[config.mk]
export PLATFORM = sky130hd
export DESIGN_NAME = ni_master_top
export DESIGN_NICKNAME = d
export VERILOG_FILES = /design/src/hw/ni_pkg.sv /design/src/hw/ni_resp_if.sv /design/src/hw/axi_request_packer.sv /design/src/hw/ni_master_top.sv /design/src/hw/noc_fifo.sv /design/src/hw/noc_response_unpacker.sv /design/src/hw/read_reorder_buffer.sv /design/src/hw/write_resp_reorder_buffer.sv
export SDC_FILE = /design/constraint.sdc
export NUM_CORES = 2
export LEC_CHECK = 0
export BUFFER_PORTS_ARGS = -buffer_cell sky130_fd_sc_hd__buf_4
export CAP_MARGIN = 5
export CORE_MARGIN = 2
export CORE_UTILIZATION = 35
export CTS_BUF_LIST = sky130_fd_sc_hd__clkbuf_2
export DETAILED_ROUTE_END_ITERATION = 12
export GPL_TIMING_DRIVEN = 0
export PLACE_DENSITY_LB_ADDON = 0.15
export SYNTH_ARGS = -nofsm -noshare
export SYNTH_HDL_FRONTEND = slang
export SYNTH_SLANG_ARGS = --single-unit
[constraint.sdc]
create_clock -name ACLK -period 20.5 [get_ports ACLK]
set_input_delay 1.025 -clock ACLK [delete_from_list [all_inputs] [get_ports ACLK]]
set_output_delay 1.025 -clock ACLK [all_outputs]
set_load 0.05 [all_outputs]
[src/hw/ni_pkg.sv]
// Shared widths and packet layout of the master-side network interface
// Header sits in the low 32 bits and the payload in bits 159:32 of every packet
package ni_pkg;

	localparam int ADDR_W = 32;              // Master address width
	localparam int DATA_W = 128;             // Master data width
	localparam int ID_W   = 3;               // Transaction, master and slave ID width
	localparam int CTR_W  = 3;               // Tag counter width, 8 tags in flight
	localparam int PKT_W  = 160;             // Full packet width

	// Slave ID is this bit followed by address bits 5:4
	localparam logic SLAVE_BASE_ID = 1'b1;

	// Packet type codes as seen by the router and the slaves
	typedef enum logic [2:0] {
		PKT_WR_ADDR = 3'd0,
		PKT_WR_DATA = 3'd1,
		PKT_RD_ADDR = 3'd2,
		PKT_WR_RESP = 3'd3,
		PKT_RD_DATA = 3'd4
	} pkt_type_t;

	// Payload word, either full data or an address in the low bits
	typedef union packed {
		logic [DATA_W-1:0] data;                 // W and read data packets
		struct packed {
			logic [DATA_W-ADDR_W-1:0] pad;         // Zero fill
			logic [ADDR_W-1:0]        addr;        // AW and AR packets
		} addr_word;
	} pkt_payload_u;

	// Packet header, 32 bits
	typedef struct packed {
		logic [ID_W-1:0]  id;                    // Transaction ID
		logic [CTR_W-1:0] tag;                   // Counter tag
		logic [ID_W-1:0]  master;                // Master ID
		logic [ID_W-1:0]  slave;                 // Slave ID
		pkt_type_t        ptype;                 // Packet type
		logic             valid;                 // Always set by the packer
		logic [15:0]      low;                   // Write response: [4:3] BRESP, [2:0] BID
	} pkt_hdr_t;

	// Whole packet
	typedef struct packed {
		pkt_payload_u payload;
		pkt_hdr_t     hdr;
	} noc_pkt_t;

endpackage

[src/hw/ni_resp_if.sv]
// Unpacked responses from the router side, one-cycle pulses without back-pressure
`timescale 1ns/1ps

interface ni_resp_if import ni_pkg::*; ();

	logic              rd_valid;             // Read data pulse
	logic              wr_valid;             // Write response pulse
	logic [CTR_W-1:0]  tag;                  // Counter tag from the header
	logic [ID_W-1:0]   slave_id;             // Responding slave
	logic [DATA_W-1:0] data;                 // Read data
	logic [ID_W-1:0]   bid;                  // Write response ID
	logic [1:0]        bresp;                // Write response code

	// Unpacker side
	modport src (output rd_valid, wr_valid, tag, slave_id, data, bid, bresp);

	// Read reorder buffer only needs the tag and the data
	modport rd_sink (input rd_valid, tag, data);

	// Write reorder buffer matches on tag and slave
	modport wr_sink (input wr_valid, tag, slave_id, bid, bresp);

endinterface

[src/hw/axi_request_packer.sv]
// Only one of AW, W and AR may be accepted per cycle; there is no arbitration
// W must follow its AW, since it reuses the last write tag and slave ID
`timescale 1ns/1ps

module axi_request_packer import ni_pkg::*; #(
	parameter logic [ID_W-1:0] MASTER_ID = '0
) (
	input  logic              ACLK,
	input  logic              ARESETn,
	input  logic [ID_W-1:0]   AWID,
	input  logic [ADDR_W-1:0] AWADDR,
	input  logic              AWVALID,
	output logic              AWREADY,
	input  logic [ID_W-1:0]   WID,
	input  logic [DATA_W-1:0] WDATA,
	input  logic              WVALID,
	output logic              WREADY,
	input  logic [ID_W-1:0]   ARID,
	input  logic [ADDR_W-1:0] ARADDR,
	input  logic              ARVALID,
	output logic              ARREADY,
	input  logic              fifo_full,      // Outbound FIFO full
	input  logic              fifo_one_left,  // Outbound FIFO has one slot left
	input  logic              wr_full,        // Write reorder buffer full
	input  logic              rd_full,        // Read reorder buffer full
	output logic              pkt_put,        // Packet register holds a new packet
	output noc_pkt_t          pkt,
	output logic              wr_alloc,
	output logic [CTR_W-1:0]  wr_tag,
	output logic [ID_W-1:0]   wr_slave,
	output logic              rd_alloc,
	output logic [ID_W-1:0]   rd_id,
	output logic [CTR_W-1:0]  rd_tag
);

	logic [CTR_W-1:0] wr_ctr [4];            // Per-slave write counters
	logic [CTR_W-1:0] rd_ctr;                // Single read counter
	logic [CTR_W-1:0] last_tag;              // Tag of the last write address
	logic [ID_W-1:0]  last_slave;            // Slave of the last write address
	logic             room;
	logic             aw_fire, w_fire, ar_fire;
	noc_pkt_t         nxt_pkt;

	// ------------------------------------------------------------
	// Ready rules
	// ------------------------------------------------------------
	// Pending packet still needs its own slot next cycle
	assign room    = pkt_put ? (!fifo_full && !fifo_one_left) : !fifo_full;
	assign AWREADY = !wr_full && room;
	assign WREADY  = !wr_full && room;
	assign ARREADY = !rd_full && room;

	assign aw_fire = AWVALID && AWREADY;
	assign w_fire  = WVALID && WREADY;
	assign ar_fire = ARVALID && ARREADY;

	// Reorder buffer allocation in the accepting cycle
	assign wr_alloc = aw_fire;
	assign wr_tag   = wr_ctr[AWADDR[5:4]];
	assign wr_slave = {SLAVE_BASE_ID, AWADDR[5:4]};
	assign rd_alloc = ar_fire;
	assign rd_id    = ARID;
	assign rd_tag   = rd_ctr;

	// ------------------------------------------------------------
	// Packet build, AR over W over AW
	// ------------------------------------------------------------
	always_comb
	begin
		nxt_pkt            = '0;
		nxt_pkt.hdr.master = MASTER_ID;
		nxt_pkt.hdr.valid  = 1'b1;
		if (ar_fire)
		begin
			nxt_pkt.payload.addr_word.addr = ARADDR;
			nxt_pkt.hdr.id    = ARID;
			nxt_pkt.hdr.tag   = rd_ctr;
			nxt_pkt.hdr.slave = {SLAVE_BASE_ID, ARADDR[5:4]};
			nxt_pkt.hdr.ptype = PKT_RD_ADDR;
		end
		else if (w_fire)
		begin
			nxt_pkt.payload.data = WDATA;
			nxt_pkt.hdr.id    = WID;
			nxt_pkt.hdr.tag   = last_tag;          // Same tag as its AW
			nxt_pkt.hdr.slave = last_slave;
			nxt_pkt.hdr.ptype = PKT_WR_DATA;
		end
		else
		begin
			nxt_pkt.payload.addr_word.addr = AWADDR;
			nxt_pkt.hdr.id    = AWID;
			nxt_pkt.hdr.tag   = wr_tag;
			nxt_pkt.hdr.slave = wr_slave;
			nxt_pkt.hdr.ptype = PKT_WR_ADDR;
		end
	end

	always_ff @(posedge ACLK)
	begin
		if (aw_fire || w_fire || ar_fire)
			pkt <= nxt_pkt;
	end

	// Counters and put strobe
	always_ff @(posedge ACLK)
	begin
		if (!ARESETn)
		begin
			pkt_put    <= 1'b0;
			rd_ctr     <= '0;
			last_tag   <= '0;
			last_slave <= {SLAVE_BASE_ID, 2'b00};
			for (int i = 0; i < 4; i++)
				wr_ctr[i] <= '0;
		end
		else
		begin
			pkt_put <= aw_fire || w_fire || ar_fire;  // Strobe one cycle after accept
			if (aw_fire)
			begin
				wr_ctr[AWADDR[5:4]] <= wr_tag + 1'b1;
				last_tag            <= wr_tag;
				last_slave          <= wr_slave;
			end
			if (ar_fire)
				rd_ctr <= rd_ctr + 1'b1;
		end
	end

endmodule

[src/hw/ni_master_top.sv]
// Master-side network interface; one AXI channel accepted per cycle
// Responses return to the master in issue order whatever the router order
`timescale 1ns/1ps

module ni_master_top import ni_pkg::*; #(
	parameter logic [ID_W-1:0] MASTER_ID  = '0,
	parameter int              FIFO_DEPTH = 8,
	parameter int              ROB_DEPTH  = 8
) (
	input  logic              ACLK,
	input  logic              ARESETn,
	input  logic [ID_W-1:0]   AWID,
	input  logic [ADDR_W-1:0] AWADDR,
	input  logic              AWVALID,
	output logic              AWREADY,
	input  logic [ID_W-1:0]   WID,
	input  logic [DATA_W-1:0] WDATA,
	input  logic              WVALID,
	output logic              WREADY,
	output logic [ID_W-1:0]   BID,
	output logic [1:0]        BRESP,
	output logic              BVALID,
	input  logic              BREADY,
	input  logic [ID_W-1:0]   ARID,
	input  logic [ADDR_W-1:0] ARADDR,
	input  logic              ARVALID,
	output logic              ARREADY,
	output logic [ID_W-1:0]   RID,
	output logic [DATA_W-1:0] RDATA,
	output logic              RVALID,
	input  logic              RREADY,
	output logic [PKT_W-1:0]  M2R_data_out,   // Outbound FIFO head
	output logic              IF_valid,
	input  logic              router_ready,
	input  logic [PKT_W-1:0]  R2M_data_input,
	input  logic              router_valid,
	output logic              IF_ready
);

	noc_pkt_t         pkt, r2m_head;
	logic             pkt_put;
	logic             m2r_empty, m2r_full, m2r_one_left;
	logic             r2m_empty, r2m_full, r2m_get;
	logic             wr_alloc, rd_alloc, wr_full, rd_full;
	logic [CTR_W-1:0] wr_tag, rd_tag;
	logic [ID_W-1:0]  wr_slave, rd_id;

	ni_resp_if resp_if ();

	// Router handshake levels
	assign IF_valid = !m2r_empty;
	assign IF_ready = !r2m_full;

	axi_request_packer #(.MASTER_ID(MASTER_ID)) u_packer (
		.ACLK(ACLK), .ARESETn(ARESETn),
		.AWID(AWID), .AWADDR(AWADDR), .AWVALID(AWVALID), .AWREADY(AWREADY),
		.WID(WID), .WDATA(WDATA), .WVALID(WVALID), .WREADY(WREADY),
		.ARID(ARID), .ARADDR(ARADDR), .ARVALID(ARVALID), .ARREADY(ARREADY),
		.fifo_full(m2r_full), .fifo_one_left(m2r_one_left),
		.wr_full(wr_full), .rd_full(rd_full),
		.pkt_put(pkt_put), .pkt(pkt),
		.wr_alloc(wr_alloc), .wr_tag(wr_tag), .wr_slave(wr_slave),
		.rd_alloc(rd_alloc), .rd_id(rd_id), .rd_tag(rd_tag)
	);

	// Master to router
	noc_fifo #(.FIFO_DEPTH(FIFO_DEPTH)) m2r_fifo (
		.ACLK(ACLK), .ARESETn(ARESETn),
		.put(pkt_put && !m2r_full), .get(router_ready && !m2r_empty),
		.data_in(pkt), .data_out(M2R_data_out),
		.empty(m2r_empty), .full(m2r_full), .one_left(m2r_one_left)
	);

	// Router to master, space check only
	noc_fifo #(.FIFO_DEPTH(FIFO_DEPTH)) r2m_fifo (
		.ACLK(ACLK), .ARESETn(ARESETn),
		.put(router_valid && !r2m_full), .get(r2m_get),
		.data_in(R2M_data_input), .data_out(r2m_head),
		.empty(r2m_empty), .full(r2m_full), .one_left()
	);

	noc_response_unpacker u_unpacker (
		.ACLK(ACLK), .ARESETn(ARESETn),
		.fifo_empty(r2m_empty), .fifo_head(r2m_head), .fifo_get(r2m_get),
		.resp(resp_if.src)
	);

	read_reorder_buffer #(.ROB_DEPTH(ROB_DEPTH)) u_rd_rob (
		.ACLK(ACLK), .ARESETn(ARESETn),
		.alloc(rd_alloc), .alloc_id(rd_id), .alloc_tag(rd_tag),
		.resp(resp_if.rd_sink),
		.RID(RID), .RDATA(RDATA), .RVALID(RVALID), .RREADY(RREADY),
		.full(rd_full)
	);

	write_resp_reorder_buffer #(.ROB_DEPTH(ROB_DEPTH)) u_wr_rob (
		.ACLK(ACLK), .ARESETn(ARESETn),
		.alloc(wr_alloc), .alloc_tag(wr_tag), .alloc_slave(wr_slave),
		.resp(resp_if.wr_sink),
		.BID(BID), .BRESP(BRESP), .BVALID(BVALID), .BREADY(BREADY),
		.full(wr_full)
	);

endmodule

[src/hw/noc_fifo.sv]
// FIFO_DEPTH must be a power of two, at least 2
// Caller must not put when full nor get when empty; head shows without read latency
`timescale 1ns/1ps

module noc_fifo import ni_pkg::*; #(
	parameter int FIFO_DEPTH = 8
) (
	input  logic     ACLK,
	input  logic     ARESETn,
	input  logic     put,
	input  logic     get,
	input  noc_pkt_t data_in,
	output noc_pkt_t data_out,
	output logic     empty,
	output logic     full,
	output logic     one_left                // Exactly one free slot
);

	localparam int AW = $clog2(FIFO_DEPTH);
	localparam logic [AW:0] CAP      = (AW+1)'(FIFO_DEPTH);
	localparam logic [AW:0] CAP_LESS = (AW+1)'(FIFO_DEPTH - 1);

	noc_pkt_t    mem [FIFO_DEPTH];
	logic [AW:0] wr_ptr, rd_ptr;             // Extra MSB is the wrap bit
	logic [AW:0] fill_cnt;

	// ------------------------------------------------------------
	// Flags
	// ------------------------------------------------------------
	assign fill_cnt = wr_ptr - rd_ptr;
	assign empty    = (wr_ptr == rd_ptr);
	assign full     = (fill_cnt == CAP);
	assign one_left = (fill_cnt == CAP_LESS);
	assign data_out = mem[rd_ptr[AW-1:0]];  // Head, no read latency

	// Storage
	always_ff @(posedge ACLK)
	begin
		if (put)
			mem[wr_ptr[AW-1:0]] <= data_in;
	end

	// Pointers
	always_ff @(posedge ACLK)
	begin
		if (!ARESETn)
		begin
			wr_ptr <= '0;
			rd_ptr <= '0;
		end
		else
		begin
			if (put)
				wr_ptr <= wr_ptr + 1'b1;
			if (get)
				rd_ptr <= rd_ptr + 1'b1;
		end
	end

endmodule

[src/hw/noc_response_unpacker.sv]
// Pops every inbound packet; unknown types are discarded
`timescale 1ns/1ps

module noc_response_unpacker import ni_pkg::*; (
	input  logic     ACLK,
	input  logic     ARESETn,
	input  logic     fifo_empty,
	input  noc_pkt_t fifo_head,
	output logic     fifo_get,
	ni_resp_if.src   resp
);

	assign fifo_get = !fifo_empty;           // Always drain

	// Response pulses, one cycle after the pop
	always_ff @(posedge ACLK)
	begin
		if (!ARESETn)
		begin
			resp.rd_valid <= 1'b0;
			resp.wr_valid <= 1'b0;
		end
		else
		begin
			resp.rd_valid <= fifo_get && (fifo_head.hdr.ptype == PKT_RD_DATA);
			resp.wr_valid <= fifo_get && (fifo_head.hdr.ptype == PKT_WR_RESP);
		end
	end

	// ------------------------------------------------------------
	// Payload fields, taken on every pop
	// ------------------------------------------------------------
	always_ff @(posedge ACLK)
	begin
		if (fifo_get)
		begin
			resp.tag      <= fifo_head.hdr.tag;
			resp.slave_id <= fifo_head.hdr.slave;
			resp.data     <= fifo_head.payload.data;    // Data view of the payload
			resp.bid      <= fifo_head.hdr.low[2:0];    // BID in the low bits
			resp.bresp    <= fifo_head.hdr.low[4:3];
		end
	end

endmodule

[src/hw/read_reorder_buffer.sv]
// ROB_DEPTH is a power of two from 2 to 8, within the 8-tag space
// Returned data for a tag that is not outstanding is dropped
`timescale 1ns/1ps

module read_reorder_buffer import ni_pkg::*; #(
	parameter int ROB_DEPTH = 8
) (
	input  logic              ACLK,
	input  logic              ARESETn,
	input  logic              alloc,          // Read address accepted
	input  logic [ID_W-1:0]   alloc_id,
	input  logic [CTR_W-1:0]  alloc_tag,
	ni_resp_if.rd_sink        resp,
	output logic [ID_W-1:0]   RID,
	output logic [DATA_W-1:0] RDATA,
	output logic              RVALID,
	input  logic              RREADY,
	output logic              full
);

	localparam int PW = $clog2(ROB_DEPTH);
	localparam logic [PW:0] CAP = (PW+1)'(ROB_DEPTH);

	logic [ROB_DEPTH-1:0] used;              // Entry allocated
	logic [ROB_DEPTH-1:0] filled;            // Data returned
	logic [ID_W-1:0]      id_q   [ROB_DEPTH];
	logic [CTR_W-1:0]     tag_q  [ROB_DEPTH];
	logic [DATA_W-1:0]    data_q [ROB_DEPTH];
	logic [PW:0]          wr_ptr, rd_ptr;
	logic [PW-1:0]        head, hit_idx;
	logic                 hit;

	assign head   = rd_ptr[PW-1:0];
	assign full   = ((wr_ptr - rd_ptr) == CAP);
	assign RVALID = used[head] && filled[head];  // Head in issue order
	assign RID    = id_q[head];
	assign RDATA  = data_q[head];

	// Lowest outstanding entry with a matching tag
	always_comb
	begin
		hit     = 1'b0;
		hit_idx = '0;
		for (int i = ROB_DEPTH - 1; i >= 0; i--)
		begin
			if (used[i] && !filled[i] && (tag_q[i] == resp.tag))
			begin
				hit     = 1'b1;
				hit_idx = PW'(i);
			end
		end
	end

	// ------------------------------------------------------------
	// Entry payload
	// ------------------------------------------------------------
	always_ff @(posedge ACLK)
	begin
		if (alloc)
		begin
			id_q[wr_ptr[PW-1:0]]  <= alloc_id;
			tag_q[wr_ptr[PW-1:0]] <= alloc_tag;
		end
		if (resp.rd_valid && hit)
			data_q[hit_idx] <= resp.data;
	end

	// Control state
	always_ff @(posedge ACLK)
	begin
		if (!ARESETn)
		begin
			used   <= '0;
			filled <= '0;
			wr_ptr <= '0;
			rd_ptr <= '0;
		end
		else
		begin
			if (alloc)
			begin
				used[wr_ptr[PW-1:0]] <= 1'b1;
				wr_ptr               <= wr_ptr + 1'b1;
			end
			if (resp.rd_valid && hit)
				filled[hit_idx] <= 1'b1;
			if (RVALID && RREADY)                  // Retire head
			begin
				used[head]   <= 1'b0;
				filled[head] <= 1'b0;
				rd_ptr       <= rd_ptr + 1'b1;
			end
		end
	end

endmodule

[src/hw/write_resp_reorder_buffer.sv]
// ROB_DEPTH is a power of two from 2 to 8; tag plus slave ID must be unique in flight
// A response for an unknown tag and slave pair is dropped
`timescale 1ns/1ps

module write_resp_reorder_buffer import ni_pkg::*; #(
	parameter int ROB_DEPTH = 8
) (
	input  logic             ACLK,
	input  logic             ARESETn,
	input  logic             alloc,           // Write address accepted
	input  logic [CTR_W-1:0] alloc_tag,
	input  logic [ID_W-1:0]  alloc_slave,
	ni_resp_if.wr_sink       resp,
	output logic [ID_W-1:0]  BID,
	output logic [1:0]       BRESP,
	output logic             BVALID,
	input  logic             BREADY,
	output logic             full
);

	localparam int PW = $clog2(ROB_DEPTH);
	localparam logic [PW:0] CAP = (PW+1)'(ROB_DEPTH);

	logic [ROB_DEPTH-1:0] used;
	logic [ROB_DEPTH-1:0] filled;
	logic [CTR_W-1:0]     tag_q   [ROB_DEPTH];
	logic [ID_W-1:0]      slave_q [ROB_DEPTH];
	logic [ID_W-1:0]      bid_q   [ROB_DEPTH];
	logic [1:0]           bresp_q [ROB_DEPTH];
	logic [PW:0]          wr_ptr, rd_ptr;
	logic [PW-1:0]        head, hit_idx;
	logic                 hit;

	assign head   = rd_ptr[PW-1:0];
	assign full   = ((wr_ptr - rd_ptr) == CAP);
	assign BVALID = used[head] && filled[head];
	assign BID    = bid_q[head];
	assign BRESP  = bresp_q[head];

	// Counters are per slave, so tag alone is not enough
	always_comb
	begin
		hit     = 1'b0;
		hit_idx = '0;
		for (int i = ROB_DEPTH - 1; i >= 0; i--)
		begin
			if (used[i] && !filled[i] && (tag_q[i] == resp.tag) &&
				(slave_q[i] == resp.slave_id))
			begin
				hit     = 1'b1;
				hit_idx = PW'(i);
			end
		end
	end

	// ------------------------------------------------------------
	// Entry payload
	// ------------------------------------------------------------
	always_ff @(posedge ACLK)
	begin
		if (alloc)
		begin
			tag_q[wr_ptr[PW-1:0]]   <= alloc_tag;
			slave_q[wr_ptr[PW-1:0]] <= alloc_slave;
		end
		if (resp.wr_valid && hit)
		begin
			bid_q[hit_idx]   <= resp.bid;
			bresp_q[hit_idx] <= resp.bresp;
		end
	end

	always_ff @(posedge ACLK)
	begin
		if (!ARESETn)
		begin
			used   <= '0;
			filled <= '0;
			wr_ptr <= '0;
			rd_ptr <= '0;
		end
		else
		begin
			if (alloc)
			begin
				used[wr_ptr[PW-1:0]] <= 1'b1;
				wr_ptr               <= wr_ptr + 1'b1;
			end
			if (resp.wr_valid && hit)
				filled[hit_idx] <= 1'b1;
			if (BVALID && BREADY)                  // Head leaves on handshake
			begin
				used[head]   <= 1'b0;
				filled[head] <= 1'b0;
				rd_ptr       <= rd_ptr + 1'b1;
			end
		end
	end

endmodule

=== Word level (Yosys, flattened, before mapping) ===
Memory sizes are Yosys's and may differ from the RTL's. A register that Yosys moved wholly into a read port is not among the register bits.
Cells that the tools add are included.

* Output and inout bits: 303
* Word-level logic and storage cells: 298
* Input bits: 370
* Bits in latches: 0
* Register bits: 353
* Memory bits (writable): 3,556
* Bits in read-only memories: 0
* Memories: 10

* Magnitude comparators: 12
* Shift-type cells: 0
* Reduce and logical (&&, ||, !) cells: 90
* Divide/modulo/power cells: 0
* Bitwise logic cells: 11
* Add/subtract/negate cells: 14
* Eq/ne operators: 33
* Multiply operators: 0
* Muxes and demuxes: 99

{| class="wikitable"
|+ Memories
! memory !! depth !! bits a word !! rd ports !! clocked after Yosys merged registers in !! wr ports !! RTL line !! RTL
|-
| r2m_fifo.mem || 8 || 160 || 1 || 1 || 1 || noc_fifo.sv:23 || <nowiki>noc_pkt_t mem [FIFO_DEPTH];</nowiki>
|-
| m2r_fifo.mem || 8 || 139 || 1 || 1 || 1 || noc_fifo.sv:23 ||
|-
| u_rd_rob.data_q || 8 || 128 || 1 || 1 || 1 || read_reorder_buffer.sv:28 || <nowiki>logic [DATA_W-1:0] data_q [ROB_DEPTH];</nowiki>
|-
| u_rd_rob.id_q || 8 || 3 || 1 || 1 || 1 || read_reorder_buffer.sv:26 || <nowiki>logic [ID_W-1:0] id_q [ROB_DEPTH];</nowiki>
|-
| u_rd_rob.tag_q || 8 || 3 || 8 || 0 || 1 || read_reorder_buffer.sv:27 || <nowiki>logic [CTR_W-1:0] tag_q [ROB_DEPTH];</nowiki>
|-
| u_wr_rob.bid_q || 8 || 3 || 1 || 1 || 1 || write_resp_reorder_buffer.sv:28 || <nowiki>logic [ID_W-1:0] bid_q [ROB_DEPTH];</nowiki>
|-
| +4 memories || n/a || n/a || n/a || n/a || n/a || n/a ||
|}

{| class="wikitable"
|+ Operators with widths
! operator !! count
|-
| $mux 8 || 12
|-
| $mux 3 || 29
|-
| $mux 38 || 2
|-
| $eq 3x3->1 || 24
|-
| $logic_and 1x1->1 || 63
|-
| $mux 1 || 43
|-
| $add 4x1->4 const B || 8
|-
| $and 8x8->8 || 4
|-
| $or 8x8->8 || 4
|-
| $lt 3x4->1 const B || 6
|-
| $logic_not 1->1 || 23
|-
| $demux 1 s3 || 6
|-
| $ge 3x1->1 const B || 6
|-
| $eq 4x4->1 const B || 4
|-
| $not 8->8 || 2
|-
| $sub 4x4->4 || 4
|-
| $bmux 1 s3 || 4
|-
| $mux 5 || 2
|-
| $eq 4x4->1 || 2
|-
| $add 3x1->3 const B || 2
|-
| $eq 4x3->1 const B || 1
|-
| $eq 3x2->1 const B || 1
|-
| $eq 3x3->1 const B || 1
|-
| $reduce_or 3->1 || 1
|-
| other kinds (4) || 5
|}

=== Depth between registers and ports, before layout ===
* Depth in word-level cells: 21
* Gate-level depth with buffers: 13
* Depth with buffers taken out: 11

=== By module ===
Synthesis repeated with hierarchy kept, for this count alone.

* Cell total of the unflattened synthesis: 6,618
* Area, all modules: 157,374.7 um2

{| class="wikitable"
|+ By module, submodules not included
! module !! area each (um2) !! times used !! seq. area each (um2) !! cells each
|-
| noc_fifo || 49,660.1 || 2 || 38,657.1 || 1,917
|-
| read_reorder_buffer || 41,569.9 || 1 || 32,731.4 || 1,746
|-
| axi_request_packer || 7,068.0 || 1 || 4,684.5 || 524
|-
| write_resp_reorder_buffer || 5,118.7 || 1 || 3,183.1 || 363
|-
| noc_response_unpacker || 4,264.1 || 1 || 4,214.0 || 146
|-
| ni_master_top || 33.8 || 1 || 0.0 || 5
|}

=== Worst setup path after synthesis ===
OpenSTA, ideal clock, no wires.

* Kind: register to register
* Start: reg r2m_fifo.wr_ptr[1]
* End: mem r2m_fifo.mem[3][0] in the netlist's numbering, enable pin
* Setup time: 1,041 ps
* Slack: 2,750 ps
* Cell stages (with the launch flop): 7
* Arrival: 16,709 ps
* Buffers on the path: 0
* Cell sequence: dfxtp_1 > ha_1 > nor2b_1 > o211a_1 > o21bai_1 > nand2_1 > nor4b_1

* Cells in the longest elaborated chain, start to end: 6

{| class="wikitable"
|+ RTL lines
! item !! RTL line !! RTL
|-
| start: declaration || noc_fifo.sv:24 || <nowiki>logic [AW:0] wr_ptr, rd_ptr;</nowiki>
|-
| start signal: assignment || noc_fifo.sv:54 || <nowiki>wr_ptr <= wr_ptr + 1'b1;</nowiki>
|-
| $sub 4x4->4 || noc_fifo.sv:30 || <nowiki>assign fill_cnt = wr_ptr - rd_ptr;</nowiki>
|-
| $eq 4x4->1 || noc_fifo.sv:32 || <nowiki>assign full = (fill_cnt == CAP);</nowiki>
|-
| $logic_not 1->1 || n/a ||
|-
| named net IF_ready || ni_master_top.sv:37 || <nowiki>output logic IF_ready</nowiki>
|-
| $logic_and 1x1->1 || ni_master_top.sv:77 || <nowiki>.put(router_valid && !r2m_full), .get(r2m_get),</nowiki>
|-
| $mux 1 || noc_fifo.sv:39 || <nowiki>if (put)</nowiki>
|-
| $mux 1 (not written as such) || noc_fifo.sv:40 || <nowiki>mem[wr_ptr[AW-1:0]] <= data_in;</nowiki>
|-
| end: declaration || noc_fifo.sv:23 ||
|}

The timed path passes the listed nets, and every way through them passes these cells.

==> impl_metrics.toml <==
[routing]
final_antenna_net_count = 0
via_per_inst = 4.88
drt-total-wl_um = 386000
first_pass_iters = 8
post_drt_wl_per_cell_um = 25.5
vias = 73900
drt_iter0_drc = 5167
drc_errors = 0

[worst_setup_path]
critPathSlowestCell = "clkbuf_1"
crit_cells = 6
timing.critical_path.mode_cell = "clkbuf_1"
rr_startpoint = "m2r_fifo.rd_ptr[0]"
worstSetupStartpointType = "flip-flop"
rrSetupSlack_ps = 14730
reg2reg_to = "u_packer.pkt[44]"
crit_type = "flip-flop to primary output"
crit_chain = "clkbuf_1 > clkbuf_1 > buf_1 > mux4_2 > mux2_2 > buf_4"
worstPathArrival_ps = 5840
cp_data_required_time_ps = 19480
reg2reg_depth = 15
critPathTopFamily = "buffers and inverters"
worst_setup_path_end_kind = "primary output"
cp.buffers_inverters = 4
critPathMaxStageDelay_ps = 1000
critPathMaxFanout = 10

[logic_synthesis]
ys_seq_elements = 3768
synth-edff-count = 3681
postSynthCellCount = 6148
postSynthAreaPerCell_um2 = 23.1
synth_ff_type = "edfxtp_1"
synth_top_cell_area_share = 0.778
synth_top_area_cell = "edfxtp_1"
synth.distinct_cells = 69
ys_top_cells_by_count = "3681 x edfxtp_1, 838 x mux4_2, 414 x mux2_2"
synth.area.top_cells = "edfxtp_1 78%, mux4_2 13%, mux2_2 3.3%, dfxtp_1 1.2%, clkbuf_1 0.48%"
synth_seq_area_share = 0.790
yosysWarnings = 0
syn_area_um2 = 142000
synth_most_common_cell = "edfxtp_1"
ys_async_sr_fraction = 0

[sta]
skew_ps = 165
post-route-period-util = 0.335
hold_viol = 0
setup_viol = 0
fmax_mhz = 146
slew_headroom = 0.132
rsz0062_at_grt = "false"
finalCriticalPeriod_ps = 6860
worst_slew_pin_slew_ps = 1300
final.setup.tns_ps = 0
drv_slew = 0

[pwr]
p_leak_nw = 59.2
p_per_area_nw_per_um2 = 113
p_clk_frac = 0.253
seqPwrFrac = 0.526
sw_frac_of_total = 0.315
p_switching_mw = 6.24
p_int_mw = 13.6
comb_power_share = 0.222
ir_worst_vdd_uv = 70.9

[global_routing]
grt_max_degree = 79
first_global_vias = 79200
grt-busiest-layer = "met2"
use_met3 = 0.0391
grtUsageMet2 = 0.321
grtUsageMet1 = 0.227
antenna_found_initial = 76
track_usage = 0.184
grt_pass1_wl_um = 548000
overflow = 0

[cells_and_area]
nFillCells = 36000
layout-drive-gt1-share = 0.396
multiInputGateArea_um2 = 28600
final_nets = 9384
areaGrowthSynthToFinish_pct = 23.8
seq_area_um2 = 112000
final_core_util = 0.434

[clocking]
ctsResizeCount = 0
root_buffer = "clkbuf_2"
clkTransAtPathRegs_ps = 110
cts_tree = "yes"
hold_buffers = 890
cts_made_buffers = 946
cts_num_sinks = 3768
clk_latency_ps = 2200
clockBufferDepth = 4
cts_max_level = 6
cts_setup_buffers = 0

[hold_path]
min_to = "u_packer.pkt[29]"
hold_start = "WID[0]"
hold_path_class = "input port to flip-flop"
holdPathStages = 5

[die]
die_w_um = 641
die_h_um = 641
core-area_um2 = 405000
io_pins = 673
die_area_um2 = 411000
fp-row-count = 234
initial_utilization = 0.351

[status]
status = "finished, final reports clean"

[placed_design]
portBuffers = 631
dp_hpwl_um = 254000
place.gp.congestion = 0.795

[job]
cap_violations = 0
## logic make-up after synthesis
kind of cell / Yosys count / share of synthesized area
other: 2 / 0.0000528
adder cells (fa/ha/maj): 23 / 0.00208
XOR/XNOR: 92 / 0.00577
AO/OA/AOI/OAI: 177 / 0.00760
flip-flops: 3768 / 0.790
multiplexers: 1266 / 0.167
buffers and inverters: 356 / 0.0109
AND/OR/NAND/NOR: 464 / 0.0170
## sequential cells by signal, summed over array words and instances (netlist names), 24 cells and up, named ones only
signal and cells:
r2m_fifo.mem 1136, m2r_fifo.mem 1104, u_rd_rob.data_q 1024, u_packer.pkt 138
u_unpacker.resp.data 128, u_rd_rob.id_q 24, u_rd_rob.tag_q 24, u_wr_rob.bid_q 24
u_wr_rob.tag_q 24
## power groups by stage
| stage | sequential, mW | clock, mW | combinational [mW] |
|---|---|---|---|
| finish | 10.4 | 5.01 | 4.40 |
| CTS | 10.4 | 5.24 | 4.48 |
| global placement | 10.9 | 0 | 3.99 |
| floorplan | 10.5 | 0 | 2.53 |
| detailed placement | 10.6 | 0 | 4.17 |
| global route | 10.5 | 5.60 | 4.65 |
## area by class of cell
cell class	instances	share of cell area
well taps	5428	0.0386
repair buffers	1875	0.104
plain buffers	326	0.00828
flip-flops and latches	3768	0.638
clock buffers	1367	0.0389
inverters	30	0.000725
clock inverters	292	0.00954
diodes	21	0.000299
multi-input cells	2044	0.162
## through the flow
step / power, mW / hold WS, ps / cells / worst slack, ps / instance area [um2]
3_5_place_dp: 14.8 / 451 / 12600 / 15590 / 159000
4_1_cts: 20.2 / 0.225 / 15100 / 13100 / 176000
6_report: 19.8 / 416 / 15200 / 13640 / 176000
3_3_place_gp: 14.8 / 450 / 12200 / -17980 / 154000
2_1_floorplan: 13.0 / 431 / 6168 / 2750 / 142000
5_1_grt: 20.8 / 92.5 / 15100 / 13140 / 176000
## worst max path at each step
stage | from | end
final | flip-flop | M2R_data_out[65]
after global placement | r2m_fifo.wr_ptr[1] | r2m_fifo.mem[3][143]
after CTS | flip-flop | M2R_data_out[130]
after global routing | flip-flop | M2R_data_out[130]
after floorplan | r2m_fifo.wr_ptr[1] | r2m_fifo.mem[3][0]
after detailed placement | m2r_fifo.rd_ptr[0] | u_packer.pkt[65]
## routing by layer
layer  vias to the layer above  routed length (um)
li1                      32100                   -
met1                     38700              154000
met2                      2380              198000
met3                       698               22300
met4                        28               11300
met5                         -                 174
## worst reg2reg max path, cell delays in order (launching register included)
cell           delay, ps
dfxtp_1              440
ha_1                 200
inv_1                 50
fa_1                 370
xor2_1               170
or3b_1               420
nor3_2               800
or3_4                300
buf_6                190
buf_2                280
nor2_1                80
dlygate4sd3_1        570
a21oi_1              120
dlygate4sd3_1        560
dlygate4sd3_1        530
dlygate4sd3_1        540
## cell usage in the layout, fill, tap and decap left out, types with 93 or more instances in the layout
master,Yosys,final
edfxtp_1,3681,3681
clkbuf_2,0,1379
dlygate4sd3_1,0,890
mux4_2,838,838
buf_4,25,717
mux2_2,414,414
buf_6,5,212
clkinv_1,0,204
clkbuf_1,181,169
nor2_1,113,108
and3_1,105,103
a21oi_1,96,95
nand2_1,94,93
(Power assumes the default switching activity.)
